===== src/verilog/mdu_pkg.sv =====
`default_nettype none

package mdu_pkg;

	////////////////////////////////////////
	// Widths and latencies
	////////////////////////////////////////

	// Operand and HI/LO width
	localparam int DATA_W = 32;

	// Multiplier bits consumed per step
	localparam int MULT_DIGIT_W = 4;

	// Start to done, eight digit steps plus sign fix
	localparam int MULT_CYCLES = 9;

	// Start to done for a nonzero divisor
	localparam int DIV_CYCLES = 33;

	////////////////////////////////////////
	// Types
	////////////////////////////////////////

	// Command opcodes, move-from first
	typedef enum logic [2:0] {
		OP_MFHI,
		OP_MFLO,
		OP_MTHI,
		OP_MTLO,
		OP_MULT,
		OP_MULTU,
		OP_DIV,
		OP_DIVU
	} mdu_op_e;

	// Controller states
	typedef enum logic [1:0] {
		IDLE,
		MUL_WAIT,
		DIV_WAIT,
		RSP_HOLD
	} ctrl_state_e;

endpackage

`default_nettype wire

===== src/verilog/mdu_unit_if.sv =====
`timescale 1ns/1ns
`default_nettype none

interface mdu_unit_if;
	import mdu_pkg::*;

	// Request side
	logic start;
	logic is_signed;
	logic [DATA_W-1:0] a;
	logic [DATA_W-1:0] b;

	// Result side, hi/lo valid with done
	logic busy;
	logic done;
	logic skip;
	logic [DATA_W-1:0] hi;
	logic [DATA_W-1:0] lo;

	modport ctrl (
		output start, is_signed, a, b,
		input busy, done, skip, hi, lo
	);

	modport unit (
		input start, is_signed, a, b,
		output busy, done, skip, hi, lo
	);

endinterface

`default_nettype wire


===== src/verilog/mdu_top.sv =====
`timescale 1ns/1ns
`default_nettype none

module mdu_top (
	input logic clk,
	input logic reset,
	input logic cmd_valid,
	input mdu_pkg::mdu_op_e cmd_op,
	input logic [mdu_pkg::DATA_W-1:0] cmd_a,
	input logic [mdu_pkg::DATA_W-1:0] cmd_b,
	output logic cmd_ready,
	output logic rsp_valid,
	input logic rsp_ready,
	output logic [mdu_pkg::DATA_W-1:0] rsp_data,
	output logic busy
);

	// One link per arithmetic unit
	mdu_unit_if mul_if ();
	mdu_unit_if div_if ();

	mdu_control control_i (
		.clk(clk),
		.reset(reset),
		.cmd_valid(cmd_valid),
		.cmd_op(cmd_op),
		.cmd_a(cmd_a),
		.cmd_b(cmd_b),
		.cmd_ready(cmd_ready),
		.rsp_valid(rsp_valid),
		.rsp_ready(rsp_ready),
		.rsp_data(rsp_data),
		.busy(busy),
		.mul(mul_if.ctrl),
		.div(div_if.ctrl)
	);

	mdu_multiplier multiplier_i (
		.clk(clk),
		.reset(reset),
		.port(mul_if.unit)
	);

	mdu_divider divider_i (
		.clk(clk),
		.reset(reset),
		.port(div_if.unit)
	);

endmodule

`default_nettype wire


===== src/verilog/mdu_control.sv =====
`timescale 1ns/1ns
`default_nettype none

module mdu_control (
	input logic clk,
	input logic reset,
	input logic cmd_valid,
	input mdu_pkg::mdu_op_e cmd_op,
	input logic [mdu_pkg::DATA_W-1:0] cmd_a,
	input logic [mdu_pkg::DATA_W-1:0] cmd_b,
	output logic cmd_ready,
	output logic rsp_valid,
	input logic rsp_ready,
	output logic [mdu_pkg::DATA_W-1:0] rsp_data,
	output logic busy,
	mdu_unit_if.ctrl mul,
	mdu_unit_if.ctrl div
);
	import mdu_pkg::*;

	ctrl_state_e state;
	logic accept;
	logic mul_cmd;
	logic div_cmd;
	logic mul_start;
	logic div_start;
	logic op_signed;
	logic [DATA_W-1:0] op_a;
	logic [DATA_W-1:0] op_b;
	logic [DATA_W-1:0] hi;
	logic [DATA_W-1:0] lo;

	assign accept = cmd_valid && cmd_ready;
	assign mul_cmd = (cmd_op == OP_MULT) || (cmd_op == OP_MULTU);
	assign div_cmd = (cmd_op == OP_DIV) || (cmd_op == OP_DIVU);

	assign cmd_ready = (state == IDLE);
	assign rsp_valid = (state == RSP_HOLD);
	assign busy = (state == MUL_WAIT) || (state == DIV_WAIT);

	// Both units see the same latched operands
	assign mul.start = mul_start;
	assign mul.is_signed = op_signed;
	assign mul.a = op_a;
	assign mul.b = op_b;
	assign div.start = div_start;
	assign div.is_signed = op_signed;
	assign div.a = op_a;
	assign div.b = op_b;

	////////////////////////////////////////
	// FSM and HI/LO
	////////////////////////////////////////

	always_ff @(posedge clk) begin
		if (reset) begin
			state <= IDLE;
			mul_start <= 1'b0;
			div_start <= 1'b0;
			hi <= '0;
			lo <= '0;
		end else begin
			// Start goes out the cycle after accept
			mul_start <= accept && mul_cmd;
			div_start <= accept && div_cmd;
			case (state)
				IDLE: begin
					if (accept) begin
						case (cmd_op)
							OP_MTHI: hi <= cmd_a;
							OP_MTLO: lo <= cmd_a;
							OP_MFHI, OP_MFLO: state <= RSP_HOLD;
							OP_MULT, OP_MULTU: state <= MUL_WAIT;
							OP_DIV, OP_DIVU: state <= DIV_WAIT;
						endcase
					end
				end
				MUL_WAIT: begin
					if (mul.done) begin
						hi <= mul.hi;
						lo <= mul.lo;
						state <= IDLE;
					end
				end
				DIV_WAIT: begin
					if (div.done) begin
						// Zero divisor keeps the old HI/LO
						if (!div.skip) begin
							hi <= div.hi;
							lo <= div.lo;
						end
						state <= IDLE;
					end
				end
				RSP_HOLD: begin
					if (rsp_ready) begin
						state <= IDLE;
					end
				end
				default: state <= IDLE;
			endcase
		end
	end

	// Operands and response data
	always_ff @(posedge clk) begin
		if (accept) begin
			op_a <= cmd_a;
			op_b <= cmd_b;
			op_signed <= (cmd_op == OP_MULT) || (cmd_op == OP_DIV);
			if (cmd_op == OP_MFHI) begin
				rsp_data <= hi;
			end else if (cmd_op == OP_MFLO) begin
				rsp_data <= lo;
			end
		end
	end

	assert property (@(posedge clk) disable iff (reset) mul.start |-> !mul.busy);
	assert property (@(posedge clk) disable iff (reset) div.start |-> !div.busy);

	// Held response must not move under back-pressure
	assert property (@(posedge clk) disable iff (reset)
		rsp_valid && !rsp_ready |=> rsp_valid && $stable(rsp_data));

endmodule

`default_nettype wire


===== src/verilog/mdu_divider.sv =====
`timescale 1ns/1ns
`default_nettype none

module mdu_divider (
	input logic clk,
	input logic reset,
	mdu_unit_if.unit port
);
	import mdu_pkg::*;

	logic running;
	logic zero_div;
	logic [$clog2(DIV_CYCLES)-1:0] step;
	logic fix_cycle;
	logic q_neg;
	logic r_neg;
	logic [DATA_W-1:0] a_mag;
	logic [DATA_W-1:0] b_mag;
	logic [DATA_W-1:0] divisor;
	logic [DATA_W-1:0] quo;
	logic [DATA_W-1:0] rem;
	logic [DATA_W:0] rem_shift;
	logic [DATA_W+1:0] diff;

	assign a_mag = (port.is_signed && port.a[DATA_W-1]) ? -port.a : port.a;
	assign b_mag = (port.is_signed && port.b[DATA_W-1]) ? -port.b : port.b;

	////////////////////////////////////////
	// Restoring step
	////////////////////////////////////////

	// Next dividend bit enters the partial remainder
	assign rem_shift = {rem, quo[DATA_W-1]};
	// Top bit set means the trial subtract went negative
	assign diff = {1'b0, rem_shift} - {2'b0, divisor};

	// Zero divisor finishes right away
	assign fix_cycle = running && (zero_div || step == DIV_CYCLES - 1);

	assign port.busy = running;
	assign port.done = fix_cycle;
	assign port.skip = zero_div;
	// Remainder follows the dividend sign
	assign port.hi = r_neg ? -rem : rem;
	assign port.lo = q_neg ? -quo : quo;

	always_ff @(posedge clk) begin
		if (reset) begin
			running <= 1'b0;
			zero_div <= 1'b0;
			step <= '0;
		end else if (port.start) begin
			running <= 1'b1;
			zero_div <= (port.b == '0);
			step <= '0;
		end else if (fix_cycle) begin
			running <= 1'b0;
		end else if (running) begin
			step <= step + 1'b1;
		end
	end

	always_ff @(posedge clk) begin
		if (port.start) begin
			divisor <= b_mag;
			quo <= a_mag;
			rem <= '0;
			q_neg <= port.is_signed && (port.a[DATA_W-1] ^ port.b[DATA_W-1]);
			r_neg <= port.is_signed && port.a[DATA_W-1];
		end else if (running && !fix_cycle) begin
			if (diff[DATA_W+1]) begin
				rem <= rem_shift[DATA_W-1:0];
			end else begin
				rem <= diff[DATA_W-1:0];
			end
			quo <= {quo[DATA_W-2:0], ~diff[DATA_W+1]};
		end
	end

	// A new start only lands on an idle divider
	assert property (@(posedge clk) disable iff (reset)
		port.start |-> !port.busy && !port.done);

endmodule

`default_nettype wire


===== src/verilog/mdu_multiplier.sv =====
`timescale 1ns/1ns
`default_nettype none

module mdu_multiplier (
	input logic clk,
	input logic reset,
	mdu_unit_if.unit port
);
	import mdu_pkg::*;

	logic running;
	logic [$clog2(MULT_CYCLES)-1:0] step;
	logic fix_cycle;
	logic negate;
	logic [DATA_W-1:0] mcand;
	logic [DATA_W-1:0] a_mag;
	logic [DATA_W-1:0] b_mag;
	// Upper half is the running sum, lower half the unused multiplier digits
	logic [2*DATA_W-1:0] acc;
	logic [DATA_W+MULT_DIGIT_W-1:0] upper_sum;
	logic [2*DATA_W-1:0] product;

	// Operand magnitudes
	assign a_mag = (port.is_signed && port.a[DATA_W-1]) ? -port.a : port.a;
	assign b_mag = (port.is_signed && port.b[DATA_W-1]) ? -port.b : port.b;

	// One 32x4 partial product per step
	assign upper_sum = {{MULT_DIGIT_W{1'b0}}, acc[2*DATA_W-1:DATA_W]}
		+ mcand * acc[MULT_DIGIT_W-1:0];

	// Last cycle applies the result sign
	assign fix_cycle = running && (step == MULT_CYCLES - 1);
	assign product = negate ? -acc : acc;

	assign port.busy = running;
	assign port.done = fix_cycle;
	assign port.skip = 1'b0;
	assign port.hi = product[2*DATA_W-1:DATA_W];
	assign port.lo = product[DATA_W-1:0];

	always_ff @(posedge clk) begin
		if (reset) begin
			running <= 1'b0;
			step <= '0;
		end else if (port.start) begin
			running <= 1'b1;
			step <= '0;
		end else if (fix_cycle) begin
			running <= 1'b0;
		end else if (running) begin
			step <= step + 1'b1;
		end
	end

	always_ff @(posedge clk) begin
		if (port.start) begin
			mcand <= a_mag;
			acc <= {{DATA_W{1'b0}}, b_mag};
			negate <= port.is_signed && (port.a[DATA_W-1] ^ port.b[DATA_W-1]);
		end else if (running && !fix_cycle) begin
			// Shift the consumed digit out, sum moves down with it
			acc <= {upper_sum, acc[DATA_W-1:MULT_DIGIT_W]};
		end
	end

	// Controller relies on a fixed latency
	assert property (@(posedge clk) disable iff (reset)
		port.start |=> !port.done [*MULT_CYCLES-1] ##1 port.done);

endmodule

`default_nettype wire


===== config.mk =====
export PLATFORM = sky130hd
export DESIGN_NAME = mdu_top
export DESIGN_NICKNAME = d
export VERILOG_FILES = /design/src/verilog/mdu_pkg.sv /design/src/verilog/mdu_unit_if.sv /design/src/verilog/mdu_top.sv /design/src/verilog/mdu_control.sv /design/src/verilog/mdu_divider.sv /design/src/verilog/mdu_multiplier.sv
export SDC_FILE = /design/constraint.sdc
export NUM_CORES = 1
export LEC_CHECK = 0
export ABC_AREA = 1
export BUFFER_PORTS_ARGS = -buffer_cell sky130_fd_sc_hd__buf_4
export CAP_MARGIN = 0
export CORE_MARGIN = 3
export CORE_UTILIZATION = 53
export CTS_CLUSTER_SIZE = 25
export DETAILED_ROUTE_END_ITERATION = 8
export PLACE_DENSITY = 0.73
export SYNTH_ARGS = -nofsm -noshare
export SYNTH_HDL_FRONTEND = slang
export SYNTH_SLANG_ARGS = --single-unit

===== constraint.sdc =====
create_clock -name clk -period 8.6 [get_ports clk]
set_input_delay 1.29 -clock clk [delete_from_list [all_inputs] [get_ports clk]]
set_output_delay 1.29 -clock clk [all_outputs]
set_load 0.05 [all_outputs]

# Word level (Yosys, flattened, before mapping)
# Cells that the tools add are included.
word_totals:
  regBits: 373
  input_bits: 71
  out_inout_bits: 35
  word_cells: 128
classes:
  add_sub_neg: 9
  multipliers: 1
  eq_ne: 20
  muxes: 34
  bitwise_logic: 4
  n_reduce_logical: 37
ops:
  columns: ["operator", "n"]
  rows:
  - ["$mux W32", 21]
  - ["$pmux W32 S3", 2]
  - ["$neg A32 Y32", 4]
  - ["$mux W64", 1]
  - ["$neg A64 Y64", 1]
  - ["$add A32 B36 Y36", 1]
  - ["$mul A32 B4 Y36", 1]
  - ["$sub A33 B32 Y34", 1]
  - ["$logic_not A32 Y1", 1]
  - ["$eq A3 B3 Y1 const B", 4]
  - ["$reduce_and A6 Y1", 2]
  - ["$logic_and A1 B1 Y1", 10]
  - ["$reduce_bool A2 Y1", 5]
  - ["$reduce_or A2 Y1", 5]
  - ["$mux W2", 4]
  - ["$ne A2 B2 Y1 const B", 4]
  - ["$pmux W2 S4", 1]
  - ["$add A6 B1 Y6 const B", 1]
  - ["$eq A3 B2 Y1 const B", 2]
  - ["$eq A6 B6 Y1 const B", 1]
  - ["$ne A2 B1 Y1 const B", 3]
  - ["$pmux W2 S3", 1]
  - ["$reduce_and A2 Y1", 3]
  - ["$logic_or A1 B1 Y1", 5]
  - ["other kinds (14)", 21]

# Depth between registers and ports, before layout
# Gate-level depths: netlist of the first run.
depth:
  depth_word: 7
  ltp_mapped: 22
  mapped_depth_nobuf: 20

# Hierarchy
# From an unflattened synthesis of the first run, not the netlist that was laid out.
hier_totals:
  cells_unflattened: 4548
  hier_area_um2: 31456.4
modules_own_cells:
  columns: ["mod", "n_inst", "cells_per_inst", "area_per_inst_um2", "seq_area_each_um2"]
  rows:
  - ["mdu_multiplier", 1, 2005, 13168.9, 2692.6]
  - ["mdu_divider", 1, 1598, 10153.5, 2782.7]
  - ["mdu_control", 1, 945, 8134.1, 4274.1]

# Worst setup path after synthesis of the first run
# No wires, ideal clock.
synth_path:
  path_type: "register -> register"
  startpoint: "register multiplier_i.acc[3]"
  endpoint: "register multiplier_i.acc[53]"
  setup_time_ps: 115
  arrival_time_ps: 3804
  t_required_ps: 8485
  slack_ps: 4680
  stages_incl_launch_ff: 21
  path_buffers: 2
  period_less_slack_ps: 3920
  cell_sequence: "edfxtp_1 -> buf_6 -> clkbuf_1 -> nand2_1 -> inv_1 -> fa_1 -> fa_1 -> inv_1 -> fa_1 -> inv_1 -> ha_1 -> a21oi_1 -> nand2_1 -> a21oi_1 -> o21ai_1 -> nand2_1 -> nand2_1 -> nand2_1 -> nand2_1 -> o21ai_0 -> inv_1"
synth_between:
  elab_chain_cells: 2
synth_rtl:
  columns: ["element", "line", "source"]
  rows:
  - ["start, declared", "mdu_multiplier.sv:19", "logic [2*DATA_W-1:0] acc;"]
  - ["start signal, assigned", "mdu_multiplier.sv:58", "acc <= {{DATA_W{1'b0}}, b_mag};"]
  - ["start signal, assigned", "mdu_multiplier.sv:62", "acc <= {upper_sum, acc[DATA_W-1:MULT_DIGIT_W]};"]
  - ["$mul A32 B4 Y36", "mdu_multiplier.sv:29", "+ mcand * acc[MULT_DIGIT_W-1:0];"]
  - ["$add A32 B36 Y36", "mdu_multiplier.sv:29", null]
# No other way between the ends.
# A chain may end at the register's enable or synchronous reset.

# Worst setup path after layout of the first run
layout_path:
  startpoint: "register multiplier_i.acc[2]"
  endpoint: "register multiplier_i.acc[56]"
# Same word-level chain as after synthesis.

==> summary.txt, run 1 <==
Vias in the first global route: 24700
Overall global routing resource usage: 33.3%
Highest ir drop seen on vdd: 672 µV
Number of placed instances, taps included: 4767
Global-route wire length before repair: 145000 µm
Slowest stage cell on the critical path: sky130_fd_sc_hd__edfxtp_1
Root buffer cell: sky130_fd_sc_hd__clkbuf_16
Fraction of layout cells with a size suffix above 1: 7.00%
Height of the die: 238 µm
Ys flop type: sky130_fd_sc_hd__edfxtp_1
Detailed route wirelength on metal2: 41200 µm
#FFs+latches synth: 373
Total Neg Setup Slack: 0 ns
Classification of the worst-slack hold path: flip-flop to flip-flop
Routed Antenna Nets: 0
Relative slew slack: 18.4%
Die Wd: 238 µm
Top-Level Pins: 106
Post-route DRC violation count: 0
Routed wirelength normalized by instance count: 19.8 µm
Drt initial violations: 3563
Average cell area after synthesis: 6.97 µm²
Clk buf depth: 3
Layout Cells excl Fill: 4850
Leakage dissipation: 14.7 nW
Highest fanout seen on the critical path: 33
CP Launch Point: multiplier_i.acc[2]
Cell types with the largest area share after synthesis: sky130_fd_sc_hd__edfxtp_1 24%, sky130_fd_sc_hd__nand2_1 15%, sky130_fd_sc_hd__dfxtp_1 10%
Antenna violations before repair: 7
Largest net degree at the start of global routing: 91
CP peak stage delay: 1.14 ns
TritonCTS clock tree: done
Sequential cell area fraction in the yosys report: 34.3%
Critical register-to-register path endpoint: multiplier_i.acc[56]
Total wire length: 95900 µm
Hold path startpoint: multiplier_i.step[3]
Total grt overflow: 0
Met1 layer wirelength in the final routing: 40600 µm
Uppermost layer routed: met5
Library cell with the largest summed area after synthesis: sky130_fd_sc_hd__edfxtp_1
Post-Place Cell Area: 0.0297 mm²
Clock latency on the worst-skew pair: 0.58 ns
Summed area of non-filler cells in the final layout: 0.0311 mm²
Share of the synthesized area in the top cell type: 24.1%
Reg2reg setup slack: 3.58 ns
Total number of vias: 27300
Final Max Tran Viols: 0
Number of nets at the end of the flow: 4375
Final hold vios: 0
Final setup violation count: 0
Number of standard cells after synthesis: 4079
Vias per Instance: 5.63
Max Clk Rate: 199 MHz
Total of hold buffers inserted after clock tree synthesis: 0
Clock transition time at the flip-flop clock pins of the worst setup and hold paths: 0.07 ns
End point of the critical path: multiplier_i.acc[56]
Area of the core: 0.0529 mm²
Slew at the pin with the worst max-slew slack: 1.22 ns
R2R depth: 18
Share of the core filled with cells in the final layout: 58.9%
Shortest period the worst path allows: 5.02 ns
Std cell rows: 84
Nature of the critical path startpoint: flip-flop
Number of cells on the critical path: 18
Startpoint-to-endpoint class of the critical path: flip-flop to flip-flop
Crit share post-route: 58.4%
Post-synth EDFFs: 228
Synthesis-to-layout area growth: 9.37%
Endpoint required time on the critical path: 9.08 ns
Count of buffers inserted at the top-level ports: 105
Setup clock skew after layout: 0.0306 ns
Wire length on met3: 10200 µm
Syn Std Cell Area: 0.0284 mm²
Distinct cell type count of the synthesized netlist: 57
Post-synth net total: 4331
Total Power Consumption: 9.99 mW
Post CTS Setup Buffer Count: 0
Leading cell types by count after synthesis: 1118 x sky130_fd_sc_hd__nand2_1, 650 x sky130_fd_sc_hd__inv_1, 451 x sky130_fd_sc_hd__nor2_1
Critical path buffers and inverters: 4
Post_cts resized: 0
Crit path cell chain: nand2_1 > inv_1 > fa_1 > fa_1 > inv_1 > fa_1 > inv_1 > ha_1 > a21oi_1 > o21ai_0 > a21oi_1 > o21ai_0 > nor2_1 > nand2_1 > nand2_1 > nand3_1 > nand2_1 > inv_1
Setup repair after global routing missed its margin: false
Cell count of the worst hold path: 2
H-Tree Depth: 2
DR pass1 iterations: 6
CP delay by family, top: adder cells
CP endpoint kind: flip-flop
Data arrival time of the critical path: 5.51 ns
Status: complete, no violations
Number of buffers created by CTS: 42
Maxcap violations: 0
Power Density: 321 mW/mm²
GP Congestion: 1.04
Die Outline Area: 0.0565 mm²
Number of clock sinks seen by CTS: 373
Async set-or-reset flop fraction in the synthesized netlist: 0%
Detail Placement HPWL: 75800 µm
Number of synthesis warnings: 0
Worst r2r src: multiplier_i.acc[2]
Library cell with the highest instance count after synthesis: sky130_fd_sc_hd__nand2_1
Starting density of the core: 53.8%
[sequential cells by signal, summed over array words and instances (netlist names), 6 cells and up]
register            flops
multiplier_i.mcand     32
divider_i.rem          32
control_i.hi           32
control_i.rsp_data     32
control_i.div.b        32
control_i.div.a        32
divider_i.divisor      32
divider_i.quo          32
multiplier_i.acc       64
divider_i.step          6
control_i.lo           32
[report_power, final]
part	internal, mW	switching [mW]	total [mW]
clock network	1.10	0.778	1.87
logic	1.55	3.81	5.36
registers	2.38	0.371	2.76
[stage by stage]
stage | worst slack (ns) | hold WS (ns)
after global routing | 3.24 | 0.510
after global placement | 3.78 | 0.460
after detailed placement | 3.73 | 0.480
after CTS | 3.68 | 0.489
final | 3.58 | 0.483
after floorplan | 4.68 | 0.426
[worst min path at each step]
stage	to	slack [ns]
2_1_floorplan	multiplier_i.mcand[0]	0.43
3_3_place_gp	multiplier_i.step[3]	0.46
6_report	multiplier_i.step[3]	0.48
5_1_grt	multiplier_i.step[3]	0.51
4_1_cts	multiplier_i.step[3]	0.49
3_5_place_dp	control_i.lo[2]	0.48
[layer usage]
metal  track usage, %  up-vias
met5                0        -
met4             12.7        2
met3             5.64      188
met2             50.1     1388
met1             48.3    12600
li1                 -    13100
[logic make-up (layout without fill, tap and decap cells)]
family / Yosys count / in the layout / synth area share (%)
AND/OR/NAND/NOR: 2013 / 2013 / 29.7
buffers and inverters: 794 / 872 / 10.9
AO/OA/AOI/OAI: 631 / 631 / 11.9
flip-flops: 373 / 373 / 34.3
adder cells (fa/ha/maj): 181 / 181 / 10.4
XOR/XNOR: 86 / 86 / 2.70
multiplexers: 1 / 1 / 0.0352
other: 0 / 5 / 0
[layout make-up]
| type | instances | area (µm²) |
|---|---|---|
| Antenna cell | 5 | 12.5 |
| Tap cell | 688 | 861 |
| Clock inverter | 23 | 260 |
| Inverter | 669 | 2510 |
| Timing Repair Buffer | 125 | 938 |
| Sequential cell | 373 | 9760 |
| Multi-Input combinational cell | 2912 | 15600 |
| Clock buffer | 55 | 1170 |
| Fill cell | 5065 | 21800 |
[placed cells by master, fill, tap and decap left out, types with 17 or more instances in the layout]
cell,synthesis,final
sky130_fd_sc_hd__edfxtp_1,228,228
sky130_fd_sc_hd__ha_1,89,86
sky130_fd_sc_hd__o21ai_0,269,269
sky130_fd_sc_hd__xnor2_1,30,30
sky130_fd_sc_hd__nor2_1,451,449
sky130_fd_sc_hd__xor2_1,54,54
sky130_fd_sc_hd__clkbuf_16,0,44
sky130_fd_sc_hd__nand3_1,274,274
sky130_fd_sc_hd__a21oi_1,242,242
sky130_fd_sc_hd__fa_1,92,92
sky130_fd_sc_hd__nand4_1,30,30
sky130_fd_sc_hd__o21ai_1,28,28
sky130_fd_sc_hd__o211ai_1,22,22
sky130_fd_sc_hd__buf_4,4,125
sky130_fd_sc_hd__nand2_1,1118,1118
sky130_fd_sc_hd__nor3_1,42,42
sky130_fd_sc_hd__dfxtp_1,145,143
sky130_fd_sc_hd__nor2_2,15,17
sky130_fd_sc_hd__inv_1,650,649
sky130_fd_sc_hd__nand2_2,17,17
[worst register-to-register path, cell delays in order (launching register included)]
cell                       delay, ns
sky130_fd_sc_hd__edfxtp_1       1.14
sky130_fd_sc_hd__nand2_1        0.12
sky130_fd_sc_hd__inv_1          0.12
sky130_fd_sc_hd__fa_1           0.44
sky130_fd_sc_hd__fa_1           0.54
sky130_fd_sc_hd__inv_1          0.06
sky130_fd_sc_hd__fa_1           0.51
sky130_fd_sc_hd__inv_1          0.05
sky130_fd_sc_hd__ha_1           0.40
sky130_fd_sc_hd__a21oi_1        0.25
sky130_fd_sc_hd__o21ai_0        0.19
sky130_fd_sc_hd__a21oi_1        0.32
sky130_fd_sc_hd__o21ai_0        0.14
sky130_fd_sc_hd__nor2_1         0.22
sky130_fd_sc_hd__nand2_1        0.09
sky130_fd_sc_hd__nand2_1        0.07
sky130_fd_sc_hd__nand3_1        0.12
sky130_fd_sc_hd__nand2_1        0.09
sky130_fd_sc_hd__inv_1          0.04
Power figures use the tool's default switching activity.
==> run 2, diff against run 1 <==
clock period = 4.63 ns   (was 8.6 ns; I/O delays follow)
==> run 2 against run 1 <==
Net effect:
- count of clock-buffer cells in the layout fell by 5
- sequential cell count did not move
- clock power rose by 94%
- largest power group unchanged
- hold slack got worse by 0.19 ns
- non-clock buffer count rose by 8
- routed wire length rose by 0.40%
- largest cell class unchanged
- maximum frequency rose by 18%
- global-route usage rose by 0.41 points
==> summary.txt, run 2 (same netlist as run 1, synthesis figures left out) <==
Cell count of the worst hold path: 1
Antenna violations before repair: 8
Total Neg Setup Slack: 0 ns
Number of clock sinks seen by CTS: 373
Total grt overflow: 0
Fill cell total of the finished layout: 5009
Height of the die: 238 µm
Worst r2r src: multiplier_i.acc[3]
Starting density of the core: 53.8%
Count of buffers inserted at the top-level ports: 105
Final setup violation count: 0
Post CTS Setup Buffer Count: 0
Fraction of layout cells with a size suffix above 1: 7.23%
Synthesis-to-layout area growth: 9.95%
Routed Antenna Nets: 0
Comb pwr share: 53.5%
R2R depth: 19
Classification of the worst-slack hold path: primary input to flip-flop
Register containing the most flip-flops in the final layout: multiplier_i.acc
Vias per Instance: 5.60
Total of hold buffers inserted after clock tree synthesis: 0
Nature of the critical path startpoint: flip-flop
Max Clk Rate: 235 MHz
CP endpoint kind: flip-flop
Routed wirelength normalized by instance count: 19.8 µm
Slowest stage cell on the critical path: sky130_fd_sc_hd__fa_1
Std cell rows: 84
Slew at the pin with the worst max-slew slack: 1.19 ns
Post-route DRC violation count: 0
Max FFs per register: 64
Number of buffers created by CTS: 42
Number of nets at the end of the flow: 4383
Highest fanout seen on the critical path: 34
Share of total power in sequential cells: 27.2%
Critical register-to-register path endpoint: multiplier_i.acc[53]
Final hold vios: 0
Status: complete, no violations
Area of the core: 0.0529 mm²
Die Wd: 238 µm
Startpoint-to-endpoint class of the critical path: flip-flop to flip-flop
Critical path buffers and inverters: 5
Top library cells by usage in the layout, fill and taps aside: 1118 x sky130_fd_sc_hd__nand2_1, 649 x sky130_fd_sc_hd__inv_1, 449 x sky130_fd_sc_hd__nor2_1
Switching portion of total power: 49.2%
Shortest period the worst path allows: 4.26 ns
Largest net degree at the start of global routing: 90
Total wire length: 96300 µm
CP peak stage delay: 0.54 ns
Hold path startpoint: cmd_b[1]
Top cell by count, worst path: sky130_fd_sc_hd__nand2_1
Setup clock skew after layout: 0.0236 ns
CP delay by family, top: adder cells
Power Density: 601 mW/mm²
Clock latency on the worst-skew pair: 0.58 ns
H-Tree Depth: 2
Detail Placement HPWL: 76400 µm
Top-Level Pins: 106
Relative slew slack: 20.7%
Relative contribution of the clock network to total power: 19.3%
Data arrival time of the critical path: 4.73 ns
TritonCTS clock tree: done
Global-route wire length before repair: 146000 µm
Reg2reg setup slack: 0.37 ns
DR pass1 iterations: 8
Crit share post-route: 92.0%
Crit path cell chain: buf_12 > nand2_1 > inv_1 > fa_1 > fa_1 > inv_1 > fa_1 > inv_1 > ha_1 > a21oi_1 > nand2_1 > a21oi_1 > o21ai_1 > nand2_1 > nand2_1 > nand2_1 > nand2_1 > o21ai_0 > inv_1
Endpoint required time on the critical path: 5.10 ns
Leakage dissipation: 14.8 nW
Die Outline Area: 0.0565 mm²
Clock transition time at the flip-flop clock pins of the worst setup and hold paths: 0.07 ns
Drt initial violations: 3484
GP Congestion: 1.03
Root buffer cell: sky130_fd_sc_hd__clkbuf_16
Vias in the first global route: 25000
Post_cts resized: 0
Highest ir drop seen on vdd: 899 µV
Final Max Tran Viols: 0
Share of the core filled with cells in the final layout: 59.2%
Capture endpoint of the worst hold path: control_i.div.b[1]
Total number of vias: 27200
Clk buf depth: 3
P_sw: 9.25 mW
Most frequent standard cell in the layout excluding fill and tap cells: sky130_fd_sc_hd__nand2_1
Overall global routing resource usage: 33.7%
Internal power: 9.53 mW
Setup repair after global routing missed its margin: false
Maxcap violations: 0
-- run 2: changes by cell type in the layout (fill, tap and decap cells not counted), moves of 2 or more --
cell / delta
sky130_fd_sc_hd__buf_12: +4
sky130_fd_sc_hd__buf_4: +4
sky130_fd_sc_hd__bufinv_16: +3
sky130_fd_sc_hd__clkbuf_1: -4
sky130_fd_sc_hd__clkinv_1: +2
sky130_fd_sc_hd__clkinv_4: +3
sky130_fd_sc_hd__inv_4: -2
sky130_fd_sc_hd__inv_6: -3
-- run 2: per-layer routing --
layer | part of all wire (%) | wire [µm] | vias up | global-route usage [%]
li1 | - | - | 13100 | -
met1 | 42 | 40700 | 12600 | 48.2
met2 | 43 | 41800 | 1279 | 51.6
met3 | 11 | 10100 | 181 | 6.42
met4 | 3.7 | 3570 | 6 | 11.4
met5 | 0.042 | 40 | - | 0
-- run 2: worst max path at each step --
| stage | startpoint | endpoint | depth (start not counted) |
|---|---|---|---|
| final | multiplier_i.acc[3] | multiplier_i.acc[53] | 19 |
| after global routing | multiplier_i.acc[3] | multiplier_i.acc[53] | 19 |
| after CTS | multiplier_i.acc[3] | multiplier_i.acc[53] | 19 |
| after detailed placement | multiplier_i.acc[3] | multiplier_i.acc[53] | 19 |
| after global placement | multiplier_i.acc[3] | multiplier_i.acc[53] | 19 |
| after floorplan | multiplier_i.acc[3] | multiplier_i.acc[53] | 20 |
-- run 2: stage by stage --
step / instance area (µm²) / instances / hold slack [ns] / power, mW / setup slack [ns]
floorplan: 28400 / 4079 / 0.426 / 11.6 / 0.710
detailed placement: 29800 / 4775 / 0.470 / 14.9 / 0.407
finish: 31300 / 4857 / 0.292 / 18.8 / 0.368
global route: 31300 / 4853 / 0.278 / 20.0 / 0.0641
global placement: 29800 / 4775 / 0.452 / 14.8 / 0.472
CTS: 31300 / 4853 / 0.272 / 18.5 / 0.387
-- run 2: power groups by stage --
| stage | clock network (mW) | logic, mW | registers (mW) |
|---|---|---|---|
| CTS | 3.66 | 9.79 | 5.08 |
| floorplan | 0 | 6.70 | 4.95 |
| finish | 3.63 | 10.0 | 5.10 |
| global placement | 0 | 9.69 | 5.13 |
| detailed placement | 0 | 9.73 | 5.14 |
| global route | 3.79 | 11.1 | 5.16 |
-- run 2: area by class of cell --
cell class / count / area, µm² / area share [%]
Antenna cell: 4 / 10.0 / 0.0320
Timing Repair Buffer: 133 / 1050 / 3.35
Sequential cell: 373 / 9760 / 31.2
Tap cell: 688 / 861 / 2.75
Multi-Input combinational cell: 2912 / 15600 / 49.9
Clock inverter: 28 / 358 / 1.14
Inverter: 669 / 2510 / 8.04
Clock buffer: 50 / 1130 / 3.62
